[src/design/serv_pkg.sv]
package serv_pkg;

   localparam int XLEN = 32;

   typedef logic [XLEN-1:0] word_t;
   typedef logic [4:0]      reg_addr_t;
   typedef logic [4:0]      bit_cnt_t;

   // Major opcodes
   localparam logic [6:0] OPC_OP     = 7'b0110011;
   localparam logic [6:0] OPC_OP_IMM = 7'b0010011;
   localparam logic [6:0] OPC_LUI    = 7'b0110111;
   localparam logic [6:0] OPC_AUIPC  = 7'b0010111;

   localparam logic [2:0] F3_ADD_SUB = 3'b000;
   localparam logic [2:0] F3_XOR     = 3'b100;
   localparam logic [2:0] F3_OR      = 3'b110;
   localparam logic [2:0] F3_AND     = 3'b111;

   typedef enum logic [2:0] {
      ALU_ADD,
      ALU_SUB,
      ALU_AND,
      ALU_OR,
      ALU_XOR
   } alu_op_t;

   typedef enum logic [1:0] {
      ST_FETCH,
      ST_RF_REQ,
      ST_RF_WAIT,
      ST_EXEC
   } state_t;

   typedef struct packed {
      alu_op_t alu_op;
      logic    op_b_imm;
      logic    utype;
      logic    pc_rel;
      logic    rd_from_ctrl;
      logic    rd_we;
   } ctrl_t;

endpackage

[src/design/serv_counter.sv]
`timescale 1ns/1ps
`default_nettype none

module serv_counter import serv_pkg::*; (
   input  logic clk,
   input  logic i_reset,
   input  logic i_cnt_en,
   output logic o_cnt0,
   output logic o_cnt_done
);

   bit_cnt_t cnt;

   // Wraps from 31 back to 0 on its own
   always_ff @(posedge clk) begin
      if (i_reset) begin
         cnt <= '0;
      end else if (i_cnt_en) begin
         cnt <= cnt + bit_cnt_t'(1);
      end
   end

   assign o_cnt0     = (cnt == '0);
   assign o_cnt_done = (cnt == '1);

endmodule
`default_nettype wire

[src/design/serv_state.sv]
`timescale 1ns/1ps
`default_nettype none

module serv_state import serv_pkg::*; (
   input  logic clk,
   input  logic i_reset,
   input  logic i_ibus_ack,
   input  logic i_rf_ready,
   input  logic i_cnt_done,
   output logic o_ibus_cyc,
   output logic o_rf_rreq,
   output logic o_cnt_en
);

   state_t state;
   state_t state_nxt;

   always_comb begin
      state_nxt = state;
      case (state)
         ST_FETCH: begin
            if (o_ibus_cyc && i_ibus_ack) begin
               state_nxt = ST_RF_REQ;
            end
         end
         ST_RF_REQ: begin
            state_nxt = ST_RF_WAIT;
         end
         ST_RF_WAIT: begin
            if (i_rf_ready) begin
               state_nxt = ST_EXEC;
            end
         end
         ST_EXEC: begin
            // Count 31 closes the instruction
            if (i_cnt_done) begin
               state_nxt = ST_FETCH;
            end
         end
         default: begin
            state_nxt = ST_FETCH;
         end
      endcase
   end

   // Strobes are registered from the next state so they are low in reset
   always_ff @(posedge clk) begin
      if (i_reset) begin
         state      <= ST_FETCH;
         o_ibus_cyc <= 1'b0;
         o_rf_rreq  <= 1'b0;
         o_cnt_en   <= 1'b0;
      end else begin
         state      <= state_nxt;
         o_ibus_cyc <= (state_nxt == ST_FETCH);
         o_rf_rreq  <= (state_nxt == ST_RF_REQ);
         o_cnt_en   <= (state_nxt == ST_EXEC);
      end
   end

endmodule
`default_nettype wire

[src/design/serv_decode.sv]
`timescale 1ns/1ps
`default_nettype none

module serv_decode import serv_pkg::*; (
   input  logic  clk,
   input  logic  i_ibus_ack,
   input  word_t i_ibus_rdt,
   output ctrl_t o_ctrl
);

   logic [6:0] opcode;
   logic [2:0] funct3;
   logic       funct7_b5;
   reg_addr_t  rd;
   logic       legal;
   ctrl_t      ctrl_d;

   assign opcode    = i_ibus_rdt[6:0];
   assign funct3    = i_ibus_rdt[14:12];
   assign funct7_b5 = i_ibus_rdt[30];
   assign rd        = i_ibus_rdt[11:7];

   always_comb begin
      legal               = 1'b1;
      ctrl_d              = '0;
      ctrl_d.alu_op       = ALU_ADD;
      ctrl_d.op_b_imm     = (opcode != OPC_OP);
      ctrl_d.utype        = (opcode == OPC_LUI) || (opcode == OPC_AUIPC);
      ctrl_d.pc_rel       = (opcode == OPC_AUIPC);
      ctrl_d.rd_from_ctrl = ctrl_d.utype;

      if ((opcode == OPC_OP) || (opcode == OPC_OP_IMM)) begin
         case (funct3)
            // Bit 30 is part of the immediate for OP-IMM, so SUB only on OP
            F3_ADD_SUB: ctrl_d.alu_op = (opcode == OPC_OP && funct7_b5) ? ALU_SUB : ALU_ADD;
            F3_XOR:     ctrl_d.alu_op = ALU_XOR;
            F3_OR:      ctrl_d.alu_op = ALU_OR;
            F3_AND:     ctrl_d.alu_op = ALU_AND;
            default:    legal = 1'b0;
         endcase
         if (opcode == OPC_OP && funct7_b5 && funct3 != F3_ADD_SUB) begin
            legal = 1'b0;
         end
      end else if (!ctrl_d.utype) begin
         legal = 1'b0;
      end

      // Writes to x0 are dropped
      ctrl_d.rd_we = legal && (rd != '0);
   end

   always_ff @(posedge clk) begin
      if (i_ibus_ack) begin
         o_ctrl <= ctrl_d;
      end
   end

endmodule
`default_nettype wire

[src/design/serv_immdec.sv]
`timescale 1ns/1ps
`default_nettype none

module serv_immdec import serv_pkg::*; (
   input  logic      clk,
   input  logic      i_ibus_ack,
   input  word_t     i_ibus_rdt,
   input  logic      i_utype,
   input  logic      i_cnt_en,
   output reg_addr_t o_rs1_addr,
   output reg_addr_t o_rs2_addr,
   output reg_addr_t o_rd_addr,
   output logic      o_imm
);

   logic [19:0] imm_field;
   word_t       imm_word;
   word_t       imm_q;

   always_ff @(posedge clk) begin
      if (i_ibus_ack) begin
         o_rs1_addr <= i_ibus_rdt[19:15];
         o_rs2_addr <= i_ibus_rdt[24:20];
         o_rd_addr  <= i_ibus_rdt[11:7];
         imm_field  <= i_ibus_rdt[31:12];
      end
   end

   // utype is only valid after the ack edge, so format from the held field
   assign imm_word = i_utype ? {imm_field, 12'b0}
                             : {{20{imm_field[19]}}, imm_field[19:8]};

   // Reloads while idle, shifts LSB first during the count
   always_ff @(posedge clk) begin
      if (i_cnt_en) begin
         imm_q <= {imm_q[XLEN-1], imm_q[XLEN-1:1]};
      end else begin
         imm_q <= imm_word;
      end
   end

   assign o_imm = imm_q[0];

endmodule
`default_nettype wire

[src/design/serv_alu.sv]
`timescale 1ns/1ps
`default_nettype none

module serv_alu import serv_pkg::*; (
   input  logic  clk,
   input  logic  i_cnt_en,
   input  logic  i_cnt0,
   input  ctrl_t i_ctrl,
   input  logic  i_rs1,
   input  logic  i_rs2,
   input  logic  i_imm,
   output logic  o_rd
);

   logic op_b;
   logic sub;
   logic b_add;
   logic carry_in;
   logic carry_q;
   logic sum;

   assign op_b = i_ctrl.op_b_imm ? i_imm : i_rs2;
   assign sub  = (i_ctrl.alu_op == ALU_SUB);

   // Two's complement subtract, B inverted and +1 at bit 0
   assign b_add    = op_b ^ sub;
   assign carry_in = i_cnt0 ? sub : carry_q;
   assign sum      = i_rs1 ^ b_add ^ carry_in;

   always_ff @(posedge clk) begin
      if (i_cnt_en) begin
         carry_q <= (i_rs1 & b_add) | (carry_in & (i_rs1 ^ b_add));
      end
   end

   always_comb begin
      case (i_ctrl.alu_op)
         ALU_AND: o_rd = i_rs1 & op_b;
         ALU_OR:  o_rd = i_rs1 | op_b;
         ALU_XOR: o_rd = i_rs1 ^ op_b;
         default: o_rd = sum;
      endcase
   end

endmodule
`default_nettype wire

[src/design/serv_ctrl.sv]
`timescale 1ns/1ps
`default_nettype none

module serv_ctrl import serv_pkg::*; #(
   parameter word_t RESET_PC = '0
) (
   input  logic  clk,
   input  logic  i_reset,
   input  logic  i_cnt_en,
   input  logic  i_cnt0,
   input  ctrl_t i_ctrl,
   input  logic  i_imm,
   input  logic  i_alu_rd,
   output word_t o_ibus_adr,
   output logic  o_rd
);

   word_t      pc;
   logic [1:0] cnt0_dly;
   logic       plus4;
   logic       pc_cin;
   logic       pc_c_q;
   logic       pc_sum;
   logic       aui_cin;
   logic       aui_c_q;
   logic       aui_sum;
   logic       upper_rd;

   // Delayed cnt0 marks bit 2, where the +4 goes in
   always_ff @(posedge clk) begin
      if (i_reset) begin
         cnt0_dly <= '0;
      end else if (i_cnt_en) begin
         cnt0_dly <= {cnt0_dly[0], i_cnt0};
      end
   end
   assign plus4 = cnt0_dly[1];

   assign pc_cin = i_cnt0 ? 1'b0 : pc_c_q;
   assign pc_sum = pc[0] ^ plus4 ^ pc_cin;

   // PC rotates LSB out, incremented bit back in at the top
   always_ff @(posedge clk) begin
      if (i_reset) begin
         pc <= RESET_PC;
      end else if (i_cnt_en) begin
         pc <= {pc_sum, pc[XLEN-1:1]};
      end
   end

   assign aui_cin = i_cnt0 ? 1'b0 : aui_c_q;
   assign aui_sum = pc[0] ^ i_imm ^ aui_cin;

   always_ff @(posedge clk) begin
      if (i_cnt_en) begin
         pc_c_q  <= (pc[0] & plus4) | (pc_cin & (pc[0] ^ plus4));
         aui_c_q <= (pc[0] & i_imm) | (aui_cin & (pc[0] ^ i_imm));
      end
   end

   // LUI passes the immediate, AUIPC adds the old PC
   assign upper_rd = i_ctrl.pc_rel ? aui_sum : i_imm;

   assign o_rd       = i_ctrl.rd_from_ctrl ? upper_rd : i_alu_rd;
   assign o_ibus_adr = pc;

endmodule
`default_nettype wire

[src/design/serv_top.sv]
`timescale 1ns/1ps
`default_nettype none

module serv_top import serv_pkg::*; #(
   parameter word_t RESET_PC = '0
) (
   input  logic      clk,
   input  logic      i_reset,
   // Instruction bus
   output word_t     o_ibus_adr,
   output logic      o_ibus_cyc,
   input  word_t     i_ibus_rdt,
   input  logic      i_ibus_ack,
   // Register file
   output logic      o_rf_rreq,
   output reg_addr_t o_rreg0,
   output reg_addr_t o_rreg1,
   input  logic      i_rf_ready,
   input  logic      i_rdata0,
   input  logic      i_rdata1,
   output reg_addr_t o_wreg0,
   output logic      o_wen0,
   output logic      o_wdata0
);

   ctrl_t ctrl;
   logic  cnt_en;
   logic  cnt0;
   logic  cnt_done;
   logic  imm;
   logic  alu_rd;

   serv_state state (
      .clk        (clk),
      .i_reset    (i_reset),
      .i_ibus_ack (i_ibus_ack),
      .i_rf_ready (i_rf_ready),
      .i_cnt_done (cnt_done),
      .o_ibus_cyc (o_ibus_cyc),
      .o_rf_rreq  (o_rf_rreq),
      .o_cnt_en   (cnt_en)
   );

   serv_counter counter (
      .clk        (clk),
      .i_reset    (i_reset),
      .i_cnt_en   (cnt_en),
      .o_cnt0     (cnt0),
      .o_cnt_done (cnt_done)
   );

   serv_decode decode (
      .clk        (clk),
      .i_ibus_ack (i_ibus_ack),
      .i_ibus_rdt (i_ibus_rdt),
      .o_ctrl     (ctrl)
   );

   serv_immdec immdec (
      .clk        (clk),
      .i_ibus_ack (i_ibus_ack),
      .i_ibus_rdt (i_ibus_rdt),
      .i_utype    (ctrl.utype),
      .i_cnt_en   (cnt_en),
      .o_rs1_addr (o_rreg0),
      .o_rs2_addr (o_rreg1),
      .o_rd_addr  (o_wreg0),
      .o_imm      (imm)
   );

   serv_alu alu (
      .clk      (clk),
      .i_cnt_en (cnt_en),
      .i_cnt0   (cnt0),
      .i_ctrl   (ctrl),
      .i_rs1    (i_rdata0),
      .i_rs2    (i_rdata1),
      .i_imm    (imm),
      .o_rd     (alu_rd)
   );

   serv_ctrl #(
      .RESET_PC (RESET_PC)
   ) ctrl_i (
      .clk        (clk),
      .i_reset    (i_reset),
      .i_cnt_en   (cnt_en),
      .i_cnt0     (cnt0),
      .i_ctrl     (ctrl),
      .i_imm      (imm),
      .i_alu_rd   (alu_rd),
      .o_ibus_adr (o_ibus_adr),
      .o_rd       (o_wdata0)
   );

   // Write strobe follows the execute window
   assign o_wen0 = cnt_en & ctrl.rd_we;

endmodule
`default_nettype wire

[config.mk]
export PLATFORM = sky130hd
export DESIGN_NAME = serv_top
export DESIGN_NICKNAME = d
export VERILOG_FILES = /design/src/design/serv_pkg.sv /design/src/design/serv_counter.sv /design/src/design/serv_state.sv /design/src/design/serv_decode.sv /design/src/design/serv_immdec.sv /design/src/design/serv_alu.sv /design/src/design/serv_ctrl.sv /design/src/design/serv_top.sv
export SDC_FILE = /design/constraint.sdc
export NUM_CORES = 1
export LEC_CHECK = 0
export BUFFER_PORTS_ARGS = -buffer_cell sky130_fd_sc_hd__buf_2
export CAP_MARGIN = 20
export CORE_MARGIN = 8
export CORE_UTILIZATION = 30
export DETAILED_ROUTE_END_ITERATION = 8
export PLACE_DENSITY_LB_ADDON = 0.2
export SETUP_SLACK_MARGIN = 0.15
export SYNTH_ARGS = -nofsm -noshare
export SYNTH_HDL_FRONTEND = slang
export SYNTH_SLANG_ARGS = --single-unit
[constraint.sdc]
create_clock -name clk -period 5.41 [get_ports clk]
set_clock_uncertainty 0.2 [all_clocks]
set_input_delay 1.082 -clock clk [delete_from_list [all_inputs] [get_ports clk]]
set_output_delay 1.082 -clock clk [all_outputs]
set_load 0.05 [all_outputs]
# Word level (Yosys, flattened, before mapping)
# Index checks and enable logic that the tools add are counted.
# word_totals
in_bits	38
register_bits	121
out_inout_bits	51
word_cells	92
# classes
add_sub_neg	1
bitwise	20
mux	19
n_reduce_logical	13
n_eq_ne	18
# ops
cell	count
2-to-1 mux 31 bit	2
equality test 7 x 5 -> 1 bit, second input constant	2
equality test 7 x 6 -> 1 bit, second input constant	2
equality test 3 bit, second input constant	4
case mux 3 bit (4 select lines)	1
2-to-1 mux 1 bit	11
AND 1 bit	8
case mux 2 bit (4 select lines)	1
XOR 1 bit	8
!= test 7 x 6 -> 1 bit, second input constant	1
equality test 2 bit, second input constant	3
equality test 3 x 2 -> 1 bit, second input constant	2
2-to-1 mux 2 bit	3
adder 5 x 1 -> 5 bit, second input constant	1
equality test 5 bit, second input constant	1
zero test 5 bit	1
nonzero test 5 bit	1
equality test 2 x 1 -> 1 bit, second input constant	2
logical AND 1 bit	4
zero test 2 bit	2
OR 1 bit	4
OR reduction 4 bit	1
equality test 3 x 1 -> 1 bit, second input constant	1
zero test 3 bit	1
3 further kinds	4

# Longest topological paths before layout
# Gate-level depths: netlist of the first run.
# depth
ltp_word	6
ltp_mapped	9

# Modules after synthesis
# Synthesis of the first run repeated with hierarchy kept, for this count alone.
# hier_totals
hier_cells	364
hier_area_um2	4337.9
# modules_own_cells
module	area_per_inst_um2	n_inst	cells_each
serv_immdec	1961.9	1	150
serv_ctrl	1393.8	1	125
serv_decode	330.3	1	25
serv_counter	271.5	1	26
serv_state	198.9	1	19
serv_alu	175.2	1	18
serv_top	6.3	1	1

# Least setup slack after synthesis of the first run
# Ideal clock, no wire load.
# synth_path
path_kind	input to output
from	input i_rdata1
to	output o_wdata0
slack_ns	0.757
arrival_time_ns	3.371
n_path_buf	0
cell_stages	6
path_cell_list	mux2i_1 > xnor2_1 > fa_1 > nand2b_1 > a32oi_1 > o31ai_1
# synth_via
elab_chain_cells	6
elab_cells_between_ends	9
cone_classes	mux (3); bitwise (6)
# synth_rtl
element	line_no	text
start, declared	serv_top.sv:20	input logic i_rdata1,
2-to-1 mux 1 bit *	serv_alu.sv:22	assign op_b = i_ctrl.op_b_imm ? i_imm : i_rs2;
XOR 1 bit	serv_alu.sv:26	assign b_add = op_b ^ sub;
XOR 1 bit (2 in a row)	serv_alu.sv:28	assign sum = i_rs1 ^ b_add ^ carry_in;
case mux 1 bit (3 select lines) *	serv_alu.sv:37	case (i_ctrl.alu_op)
2-to-1 mux 1 bit *	serv_ctrl.sv:64	assign o_rd = i_ctrl.rd_from_ctrl ? upper_rd : i_alu_rd;
end, declared	serv_top.sv:23	output logic o_wdata0
# Mark *: on every way between the ends. The rest lies on a longest branch, timed or not.

# Worst setup path after layout of the first run
# Same ends and word-level chain as after synthesis.

==> results of run 1 <==
==> critical path, stage by stage <==
cell and delay, ns:
sky130_fd_sc_hd__buf_2 0.10, sky130_fd_sc_hd__mux2i_1 0.24, sky130_fd_sc_hd__xnor2_1 0.15, sky130_fd_sc_hd__fa_1 0.54, sky130_fd_sc_hd__nand2b_1 0.12, sky130_fd_sc_hd__a32oi_1 0.11, sky130_fd_sc_hd__o31ai_1 0.30, sky130_fd_sc_hd__buf_2 0.33
==> cell families after synthesis <==
logic type	synth area share (%)
AO/OA/AOI/OAI	9.23
AND/OR/NAND/NOR	12.2
multiplexers	8.72
flip-flops	60.8
adder cells (fa/ha/maj)	2.89
XOR/XNOR	0.825
buffers and inverters	5.33
==> placed cells by master, fill, tap and decap left out, types with 2 or more instances in the layout <==
master	count
sky130_fd_sc_hd__nand3b_1	2
sky130_fd_sc_hd__nor3_1	2
sky130_fd_sc_hd__edfxtp_1	36
sky130_fd_sc_hd__clkbuf_16	9
sky130_fd_sc_hd__dfxtp_1	74
sky130_fd_sc_hd__xor2_1	2
sky130_fd_sc_hd__nand2b_1	3
sky130_fd_sc_hd__buf_4	3
sky130_fd_sc_hd__inv_6	2
sky130_fd_sc_hd__mux2i_1	37
sky130_fd_sc_hd__nand3_1	5
sky130_fd_sc_hd__fa_1	3
sky130_fd_sc_hd__xnor2_1	2
sky130_fd_sc_hd__nor3b_1	2
sky130_fd_sc_hd__a21oi_1	20
sky130_fd_sc_hd__ha_1	5
sky130_fd_sc_hd__nand2_1	36
sky130_fd_sc_hd__o21ai_1	7
sky130_fd_sc_hd__nor4_1	2
sky130_fd_sc_hd__o21ai_0	14
sky130_fd_sc_hd__inv_1	12
sky130_fd_sc_hd__a22o_1	10
sky130_fd_sc_hd__inv_4	2
sky130_fd_sc_hd__nor2_1	43
sky130_fd_sc_hd__buf_2	88
==> cell type report <==
| type | count | area, um2 |
|---|---|---|
| Inverter | 12 | 45.0 |
| Multi-Input combinational cell | 218 | 1440 |
| Clock inverter | 6 | 50.0 |
| Timing Repair Buffer | 91 | 463 |
| Sequential cell | 111 | 2590 |
| Fill cell | 1402 | 8840 |
| Tap cell | 180 | 225 |
| Clock buffer | 10 | 239 |
==> how the worst min path moves through the flow <==
| stage | start | end | slack [ns] | depth (start not counted) |
|---|---|---|---|---|
| final | immdec.imm_q[12] | immdec.imm_q[11] | 0.23 | 2 |
| after global routing | immdec.imm_q[22] | immdec.imm_q[21] | 0.26 | 2 |
| after global placement | immdec.imm_q[12] | immdec.imm_q[11] | 0.20 | 2 |
| after detailed placement | immdec.imm_q[12] | immdec.imm_q[11] | 0.21 | 2 |
| after floorplan | immdec.imm_q[12] | immdec.imm_q[11] | 0.20 | 2 |
| after CTS | immdec.imm_q[12] | immdec.imm_q[11] | 0.23 | 2 |
==> power by group <==
part | internal [W] | switching (W)
registers | 0.000908 | 0.0000266
clock network | 0.000333 | 0.000314
logic | 0.0000498 | 0.0000976
total | 0.00129 | 0.000438
==> flip-flops by register name, indices dropped and copies added (netlist names), 2 cells and up <==
| signal | cells |
|---|---|
| counter.cnt | 5 |
| ctrl_i.cnt0_dly | 2 |
| ctrl_i.o_ibus_adr | 32 |
| decode.o_ctrl | 7 |
| immdec.imm_field | 16 |
| immdec.imm_q | 32 |
| immdec.o_rd_addr | 5 |
| immdec.o_rs1_addr | 4 |
| state.state | 2 |
==> stage by stage <==
| step | util, % | setup WS [ns] | instances |
|---|---|---|---|
| floorplan | - | 0.757 | 371 |
| global placement | 34.3 | 1.20 | 612 |
| detailed placement | 34.3 | 1.17 | 612 |
| CTS | 36.3 | 1.17 | 628 |
| global route | 36.3 | 0.996 | 628 |
| finish | 36.3 | 1.17 | 628 |
==> per-layer routing <==
layer	global-route usage (%)	vias up
met5	0	-
met4	3.39	0
met3	4.49	9
met2	16.5	53
met1	11.9	1284
li1	-	1413
==> results list, run 1 <==
- Count of inserted antenna diode cells: 0
* Maximum number of buffers from clock root to sink: 2
- Of all nets on the critical path, the largest fanout is 3.
- Top-area cell type share of the netlist area: roughly 35%
- Final setup viols: 0
- On the final layout, the worst hold slack is 0.231 ns.
- The count of nets left with antenna violations once routing finished came out at 0.
* Data arrival time of the worst path: 2.96 ns
- At the end of routability-driven placement, the weighted congestion stood at 0.703.
- DRT Wirelength: around 9000 um
- WP data required: between 4 and 5 ns
- The first detailed-routing pass took 4 iterations.
- STA classifies the critical path startpoint as an input port.
- The number of global-route vias before repair was about 2900.
- Unrepaired setup endpoints after global routing: false
* Netlist area before placement: around 4200 um2
- Number of ports placed on the die boundary: between 80 and 90
- Once the floorplan was initialized, standard cells occupied 30.6% of the core.
* GR Overflow Total: 0
- Number of cells on the worst reg-to-reg path: 3
- The min-delay analysis places its worst path in the category flip-flop to flip-flop.
- For the pin with the worst max-slew slack, the measured transition is 0.892 ns.
* Launch instance of the worst register-to-register path: state.o_cnt_en
* Via total after detailed routing: 2759
* Clock period minus final worst setup slack: 4.24 ns
- The largest total area in the synthesized netlist belongs to sky130_fd_sc_hd__dfxtp_1.
* EDFF count, synth: 36
* Worst-case register-to-register setup slack: around 3.2 ns
- Buffers inserted during clock tree synthesis total 9.
* Warning count from the yosys run: 0
* Hold Violations, Final: 0
- Entering global routing, the biggest net connects 65 pins.
* H-tree levels: 3
- The die covers 18200 um2.
- Type of element capturing the critical path: output pin
- At the later pin of the worst-skew pair, clock insertion delay measures 0.35 ns.
- IO Port Bufs: 88
- Total power divided by cell area: 343 nW/um2
- The critical path in this run is classified as input port to output pin.
- Total count of max-transition violations in the final report: 0
* FFs w/ async S/R, synth: 0%
- Dominant cell by count in the synthesized netlist: sky130_fd_sc_hd__dfxtp_1
- Clock tree synthesis selected as its root buffer the cell sky130_fd_sc_hd__clkbuf_16.
* Max rail drop VDD: approximately 150 uV
* Top post-synthesis cells by count: 75 x sky130_fd_sc_hd__dfxtp_1, 43 x sky130_fd_sc_hd__nor2_1, 37 x sky130_fd_sc_hd__mux2i_1, 36 x sky130_fd_sc_hd__edfxtp_1, 36 x sky130_fd_sc_hd__nand2_1
- Die H: 135 um
* Uppermost layer routed: met4
- Fmax: 236 MHz
* Final HPWL DP: around 6100 um
* Slew Limit Headroom: 40.5%
- Dividing the detail-routed wire length by the instance count gives 14.3 um.
* Reported max-cap violation count: 0
- The post-route netlist has between 20% and 30% of its cells at a drive strength greater than 1.
- TritonCTS clock tree: built
* Synthesized netlist cell count: 371
- Setup total negative slack on the finished layout was measured at 0 ns.
- Main area contributors after synthesis: sky130_fd_sc_hd__dfxtp_1 35%, sky130_fd_sc_hd__edfxtp_1 25%, sky130_fd_sc_hd__mux2i_1 8.7%
- Worst reg2reg path endpoint: immdec.imm_q[0]
- Cell row count: 43
* Synth Area per Inst: approximately 11 um2
- Synthesized Nets: between 400 and 500
- In this run, the number of DRC markers left after iteration 0 of detailed routing was 165.
- The initial antenna violation count came to 1.
* Total power: 0.00173 W
- At the end of the flow, the number of nets in the layout was slightly below 500.
- In the global route stage, overall resource usage came out at 10.2%.
* Critical path destination: o_wdata0
* Result of the run: completed
- Count of different cell masters after synthesis: between 40 and 50
* Number of design rule violations left after detail routing: 0
* Total of flip-flops plus latches after synthesis: 111
- Design area: 5040 um2
- In the detailed route, the total length drawn on met3 is 491 um.
- Clock tree sinks: 111
* Final worst-path cycle share: 78.4%
- Met2 routed WL: 4350 um
- For this run, the register share of the synthesized area comes to 60.8%.
- Gates resized, CTS repair: 0
- The analysis attributes to cell leakage a power of 2.00 nW.
* Clock edge transition at the registers on the reported setup and hold paths: 0.07 ns
* Area of the core: 13900 um2
- The area growth from synthesis to layout is 18.8%.
* Most frequently used flop master after synthesis: sky130_fd_sc_hd__dfxtp_1
- Via density per instance: 4.39
- Once the clock tree was built, the setup fixing pass inserted 0 buffers.
* Global-route wire length before repair: 14600 um
- Measured along the x axis, the die boundary spans 135 um.
- Number of hold buffers added after cts: 0
- The detailed router put a total of 4010 um of wire on met1.
* Placed cell areas: ~4800 um2
- The critical path starts at i_rdata1.
Power figures use the tool's default switching activity.
==> run 2, diff against run 1 <==
clock period = 4 ns   (was 5.41 ns; I/O delays follow)
==> results list, run 2 (same netlist as run 1, synthesis figures left out) <==
* DRT Wirelength: 8670 um (-3.1%)
* Unrepaired setup endpoints after global routing: false
- Number of ports placed on the die boundary: 89 (unchanged)
- The total number of vias was 2810 (+1.8%).
- Post-layout nets: 490 (+0.20%)
- Derived from the worst setup path, the maximum achievable clock frequency is 271 MHz.
- The library cell used most frequently in the layout, excluding fill and tap cells, is sky130_fd_sc_hd__buf_2.
* Overall die width: 135 um (unchanged)
- Critical Path Fanout Max: 4 (+1)
* Final weighted congestion in routability-driven placement: 0.691 (-1.8%)
- The worst setup path is launched from a flip-flop.
- Result of the run: completed
- Number of buffers created by CTS: 9 (unchanged)
- Clock network latency to the later pin of the worst-skew pair: 0.35 ns (about the same)
- The detailed router's first-iteration violation count is 188 (+14%).
- The number of antenna-violating nets in the routed design came to 0 (unchanged).
* Via density per instance: 4.47 (+1.7%)
- The number of optimization iterations in the first detailed-route pass was 4 (unchanged).
- Die H: 135 um (unchanged)
* Antenna violations before repair: 0 (-1)
- The worst hold path begins at immdec.imm_q[12].
- The total leakage power was 2.02 nW (+0.84%).
* Count of inserted antenna diode cells: 0 (unchanged)
- The count of final setup violators was 0 (unchanged).
- TritonCTS clock tree: built
- Global-route wire length before repair: 14300 um (-2.0%)
* Total count of max-transition violations in the final report: 0 (unchanged)
- H-tree levels: 3 (unchanged)
- The worst setup path is of the flip-flop to output pin kind.
- Buffers inserted by post-CTS timing repair: 0 (unchanged)
- The post-detailed-route DRC marker count was 0 (unchanged).
- Accumulated negative setup slack: 0 ns (unchanged)
- Initial Utilization: 30.6% (unchanged)
- Of the available clock period, the critical path in the final layout requires 92.2%.
* Timing startpoint of the critical path: counter.cnt[0]
* GR Overflow Total: 0 (unchanged)
- The estimated wirelength of the detail-placed design came to 5860 um (-3.9%).
- The number of global-route vias before repair came to 2819 (-1.6%).
- The number of standard-cell rows in the floorplan was 43 (unchanged).
- The critical path required time came to 3.00 ns (-1.13 ns).
* DIE AREA: 18200 um2 (unchanged)
* IO Port Bufs: 88 (unchanged)
- Clock tree synthesis selected as its root buffer the cell sky130_fd_sc_hd__clkbuf_16.
- Max rail drop VDD: 202 uV (+34%)
- Transition time at the pin with the least slew margin: 0.776 ns (-0.116 ns)
- The area growth from synthesis to layout is 19.8%.
- Average wire length per cell after detail routing: 13.8 um (-3.3%)
* Count of fill cells added during filler insertion: 1434 (+2.3%)
* Launch instance of the worst register-to-register path: state.o_cnt_en
- Type of element capturing the critical path: output pin
- Clock edge transition at the registers on the reported setup and hold paths: 0.07 ns (about the same)
* Clock period minus final worst setup slack: 3.69 ns
- Reported max-cap violation count: 0 (unchanged)
* Total power divided by cell area: 467 nW/um2 (+36%)
* Largest net degree at the start of global routing: 63 (-3.1%)
* GRT Util Overall: 9.97% (-0.25 points)
- Total power: 0.00238 W (+37%)
* Area of the core: 13900 um2 (unchanged)
* Hold Violations, Final: 0 (unchanged)
- Type of the tightest min-delay check: flip-flop to flip-flop
- Data arrival time of the worst path: 2.69 ns (-0.27 ns)
* Clock tree sinks: 111 (unchanged)
* Share of cells above drive strength 1: 26.3% (+0.39 points)
- The normalized max-slew margin came to 48.3% (+7.8 points).
- Maximum number of buffers from clock root to sink: 2 (unchanged)
- Most used cells in the layout excluding fill and tap cells: 87 x sky130_fd_sc_hd__buf_2, 73 x sky130_fd_sc_hd__dfxtp_1, 43 x sky130_fd_sc_hd__nor2_1
## run 2: power by group
part / total [W] / switching (W) / internal, W
clock: 0.000909 / 0.000405 / 0.000503
sequential: 0.00126 / 0.0000327 / 0.00123
combinational: 0.000206 / 0.000135 / 0.0000701
## run 2: per-layer routing
metal,part of all wire (%),GRT usage (%),wire length (um)
met1,45,11.9,3910
met2,47,15.5,4110
met3,6.0,4.38,523
met4,1.5,3.89,128
met5,0,0,0
## run 2: final timing paths
kind | to | slack, ns | cells past startpoint
max reg2reg | immdec.imm_q[0] | 1.82 | 3
min | immdec.imm_q[11] | 0.22 | 2
min reg2reg | immdec.imm_q[11] | 0.22 | 2
max | o_wdata0 | 0.31 | 10
## run 2: stage by stage
step	instance area [um2]	hold slack [ns]	util (%)	std cells	setup WS (ns)
floorplan	4250	0.196	-	371	0.327
global placement	4770	0.206	34.4	613	0.407
detailed placement	4770	0.204	34.4	613	0.374
CTS	5080	0.222	36.6	629	0.194
global route	5090	0.245	36.6	629	0.165
finish	5090	0.221	36.6	629	0.310
## run 2: layout make-up
cell class,instances,area (um2),share of cell area (%)
Sequential cell,111,2590,50.9
Multi-Input combinational cell,218,1440,28.3
Timing Repair Buffer,92,477,9.37
Clock buffer,12,279,5.49
Tap cell,180,225,4.43
Inverter,12,45.0,0.886
Clock inverter,4,31.3,0.615
## run 2: worst max-delay path: stages, from the launching register on
cell	delay, ns
sky130_fd_sc_hd__dfxtp_2	0.34
sky130_fd_sc_hd__inv_1	0.06
sky130_fd_sc_hd__ha_1	0.15
sky130_fd_sc_hd__or4b_4	0.49
sky130_fd_sc_hd__nand2_1	0.09
sky130_fd_sc_hd__nand2_1	0.06
sky130_fd_sc_hd__fa_1	0.50
sky130_fd_sc_hd__nand2b_1	0.13
sky130_fd_sc_hd__a32oi_1	0.12
sky130_fd_sc_hd__o31ai_2	0.21
sky130_fd_sc_hd__buf_6	0.20
## run 2: repair_timing
| item | CTS | global route |
|---|---|---|
| hold buffers | 0 | 0 |
| endpoints found under the setup margin | 1 | 1 |
| pin swaps | 0 | 1 |
| resized for setup | 1 | 3 |
==> run 3, diff against run 2 <==
CORE_UTILIZATION = 40   (was 30)
==> results list, run 3 (same netlist as run 1, synthesis figures left out) <==
- Result of the run: completed
* Transition time at the pin with the least slew margin: 0.798 ns (+0.0226 ns)
- Worst reg2reg path endpoint: ctrl_i.o_ibus_adr[31]
* Number of ports placed on the die boundary: 89 (unchanged)
- Combinational share of power: 9.5% (+0.8 points)
- Int Pwr: 0.00160 W (-11%)
* GRT met3 Usage: 5.62% (+1.2 points)
- Antenna violations before repair: 2 (+2)
* Type of element capturing the critical path: output pin
* Timing startpoint of the critical path: counter.cnt[0]
- The number of buffer cells added on primary ports came to 88 (unchanged).
- Number of antenna-violating nets in the routed design: 0 (unchanged)
- The CTS sink count was 111 (unchanged).
* Global routing's busiest layer: met2
* Reported leakage power: 1.97 nW (-2.5%)
* Clock edge transition at the registers on the reported setup and hold paths: 0.10 ns (+0.03 ns)
- GR Overflow Total: 0 (unchanged)
* Share of total power in sequential cells: 58.6% (+5.5 points)
- Area added between synthesis and finish: 16.1%
* DIE AREA: 14200 um2 (-22%)
- Unrepaired setup endpoints after global routing: false
* Clk Tree Root Cell: sky130_fd_sc_hd__clkbuf_8
- Met1 Resource Use GR: 14.4% (+2.5 points)
- The number of optimization iterations in the first detailed-route pass came to 4 (unchanged).
- Buf+Inv Stages, Crit Path: 2 (unchanged)
- The total count of max-transition violations in the final report was 0 (unchanged).
- TritonCTS built the clock tree.
- The met2 track utilization from global routing is 18.9% (+3.4 points).
- Fmax: 267 MHz (-1.3%)
- The detailed router's first-iteration violation count is 159 (-15%).
* Dominant delay contributor by cell family on the critical path: simple AND/OR/NAND/NOR gates
- Final weighted congestion in routability-driven placement: 0.755 (+9.4%)
- Critical Path Fanout Max: 4 (unchanged)
- The switching component of the power was 0.000553 W (-3.5%).
- Via density per instance: 4.82 (+8.0%)
- The count of inserted antenna diode cells was 0 (unchanged).
* Placed cell areas: 4710 um2 (-1.3%)
- Most used cells in the layout excluding fill and tap cells: 87 x sky130_fd_sc_hd__buf_2, 72 x sky130_fd_sc_hd__dfxtp_1, 43 x sky130_fd_sc_hd__nor2_1
* Launch instance of the worst register-to-register path: counter.cnt[0]
- The final routed wirelength across all metal layers is 8370 um (-3.5%).
- Power share of the clock group: 31.8% (-6.5 points)
- Most prevalent standard cell on the critical path: sky130_fd_sc_hd__nand2_1
- Worst setup slack after layout: 0.260 ns (-0.0504 ns)
* Worst-case register-to-register setup slack: 1.75 ns (-0.07 ns)
* H-tree levels: 3 (unchanged)
- The depth of the critical timing path with buffers and inverters included is 10 (unchanged).
- Critical path startpoint category: flip-flop
* Final worst-path cycle share: 93.5% (+1.3 points)
* Maximum number of buffers from clock root to sink: 2 (unchanged)
* Via total after detailed routing: 2822 (+0.43%)
- Number of hold buffers added after cts: 0 (unchanged)
- Number of design rule violations left after detail routing: 0 (unchanged)
* Class of the most critical setup path: flip-flop to output pin
- Most common library cell in the layout ignoring fill and taps: sky130_fd_sc_hd__buf_2
* Footprint of the multi-input gates: 1440 um2 (unchanged)
* Max rail drop VDD: 215 uV (+6.0%)
* Switching part of the total: 25.7% (+1.6 points)
* Area of the core: 10300 um2 (-26%)
* Final setup viols: 0 (unchanged)
- The worst reg-to-reg path cell count is 7 (+4).
- Global-route wire length before repair: 14100 um (-1.3%)
- The largest net degree at the start of global routing is 58 (-7.9%).
- Overall die width: 119 um (-12%)
* Data arrival time of the worst path: 2.74 ns (+0.05 ns)
- The overall fraction of global-route tracks in use came to 12.0% (+2.1 points).
* Post-route worst hold slack: 0.239 ns (+0.0178 ns)
- Count of fill cells added during filler insertion: 1011 (-29%)
- Share of cells above drive strength 1: 26.7% (+0.45 points)
- The die height came to 119 um (-12%).
* Post-placement worst setup slack: 0.392 ns (+0.0180 ns)
* Hold Violations, Final: 0 (unchanged)
- The clock period minus worst slack was 3.74 ns (+0.0504 ns).
- The power per standard cell area was 436 nW/um2 (-6.6%).
* Reported max-cap violation count: 0 (unchanged)
- Initial Utilization: 41.1% (+11 points)
- The critical path required time was 3.00 ns (about the same).
- Clock network latency to the later pin of the worst-skew pair: 0.36 ns (about the same)
- The summed area of non-filler cells in the final layout came to 4930 um2 (-3.1%).
- Traced cell by cell, the critical path runs through inv_1 > ha_1 > or4b_4 > nand2_1 > nand2_1 > fa_1 > nand2b_1 > a32oi_1 > o31ai_2 > buf_6.
- The number of global-route vias before repair came to 2937 (+4.2%).
- Critical path destination: o_wdata0
- Number of buffers created by CTS: 9 (unchanged)
- Among all stages on the critical path, the largest delay is contributed by sky130_fd_sc_hd__fa_1.
- The delay of the slowest cell on the worst path was 0.50 ns (about the same).
* Type of the tightest min-delay check: flip-flop to flip-flop
* Average wire length per cell after detail routing: 14.3 um (+3.8%)
* Slew Limit Headroom: 46.8% (-1.5 points)
- The number of nets at the end of the flow is 490 (unchanged).
- Total power: 0.00215 W (-9.5%)
- The estimated wirelength of the detail-placed design came to 5670 um (-3.3%).
* Storage element area: 2590 um2 (+0.15%)
* Cell row count: 37 (-14%)
- Accumulated negative setup slack: 0 ns (unchanged)
-- run 3: cell types whose count changed in the layout (fill, tap and decap cells not counted), sizes merged --
cell / change
clkbuf: -3
bufinv: +1
clkinv: +1
clkinvlp: +1
-- run 3: area by class of cell --
cell class	instances	area share, %
Inverter	12	0.914
Clock inverter	7	1.62
Clock buffer	9	2.51
Multi-Input combinational cell	218	29.2
Tap cell	136	3.45
Sequential cell	111	52.6
Timing Repair Buffer	92	9.67
-- run 3: worst min path at each step --
stage	from	endpoint	slack, ns	cells after the start
final	immdec.imm_q[27]	immdec.imm_q[26]	0.24	2
after global routing	immdec.imm_q[13]	immdec.imm_q[12]	0.27	2
after floorplan	immdec.imm_q[12]	immdec.imm_q[11]	0.20	2
after detailed placement	immdec.imm_q[12]	immdec.imm_q[11]	0.22	2
after global placement	immdec.imm_q[24]	immdec.imm_q[23]	0.21	2
after CTS	immdec.imm_q[23]	immdec.imm_q[22]	0.24	2
-- run 3: stage by stage --
step                      util, %  std cells
after CTS                    47.6        584
final                        47.7        585
after global placement       45.6        568
after detailed placement     45.6        568
after floorplan                 -        371
after global routing         47.7        585
-- run 3: power by group through the flow --
stage,Clock [W],Combinational [W],Sequential (W)
2_1_floorplan,0,0.000135,0.00130
3_3_place_gp,0,0.000201,0.00128
3_5_place_dp,0,0.000206,0.00129
4_1_cts,0.000714,0.000207,0.00126
5_1_grt,0.000757,0.000226,0.00127
6_report,0.000684,0.000205,0.00126
-- run 3: timing repair --
action / in CTS / in global routing
resized for setup: 1 / 5
pin swaps: 0 / 1
setup endpoints to repair: 1 / 1
buffers inserted: 0 / 1
endpoints found under the hold margin: 0 / 0
-- run 3: per-layer routing --
layer,vias up,part of all wire (%)
met4,4,1.4
met1,1306,47
met2,75,44
met3,16,7.5
met5,-,0.26
li1,1421,-
-- run 3: tightest hold or removal path: cells and delay by family, from the launching register on --
family           cells  cell delay [ns]
AO/OA/AOI/OAI        1             0.05
AND/OR/NAND/NOR      1             0.04
flip-flops           1             0.32
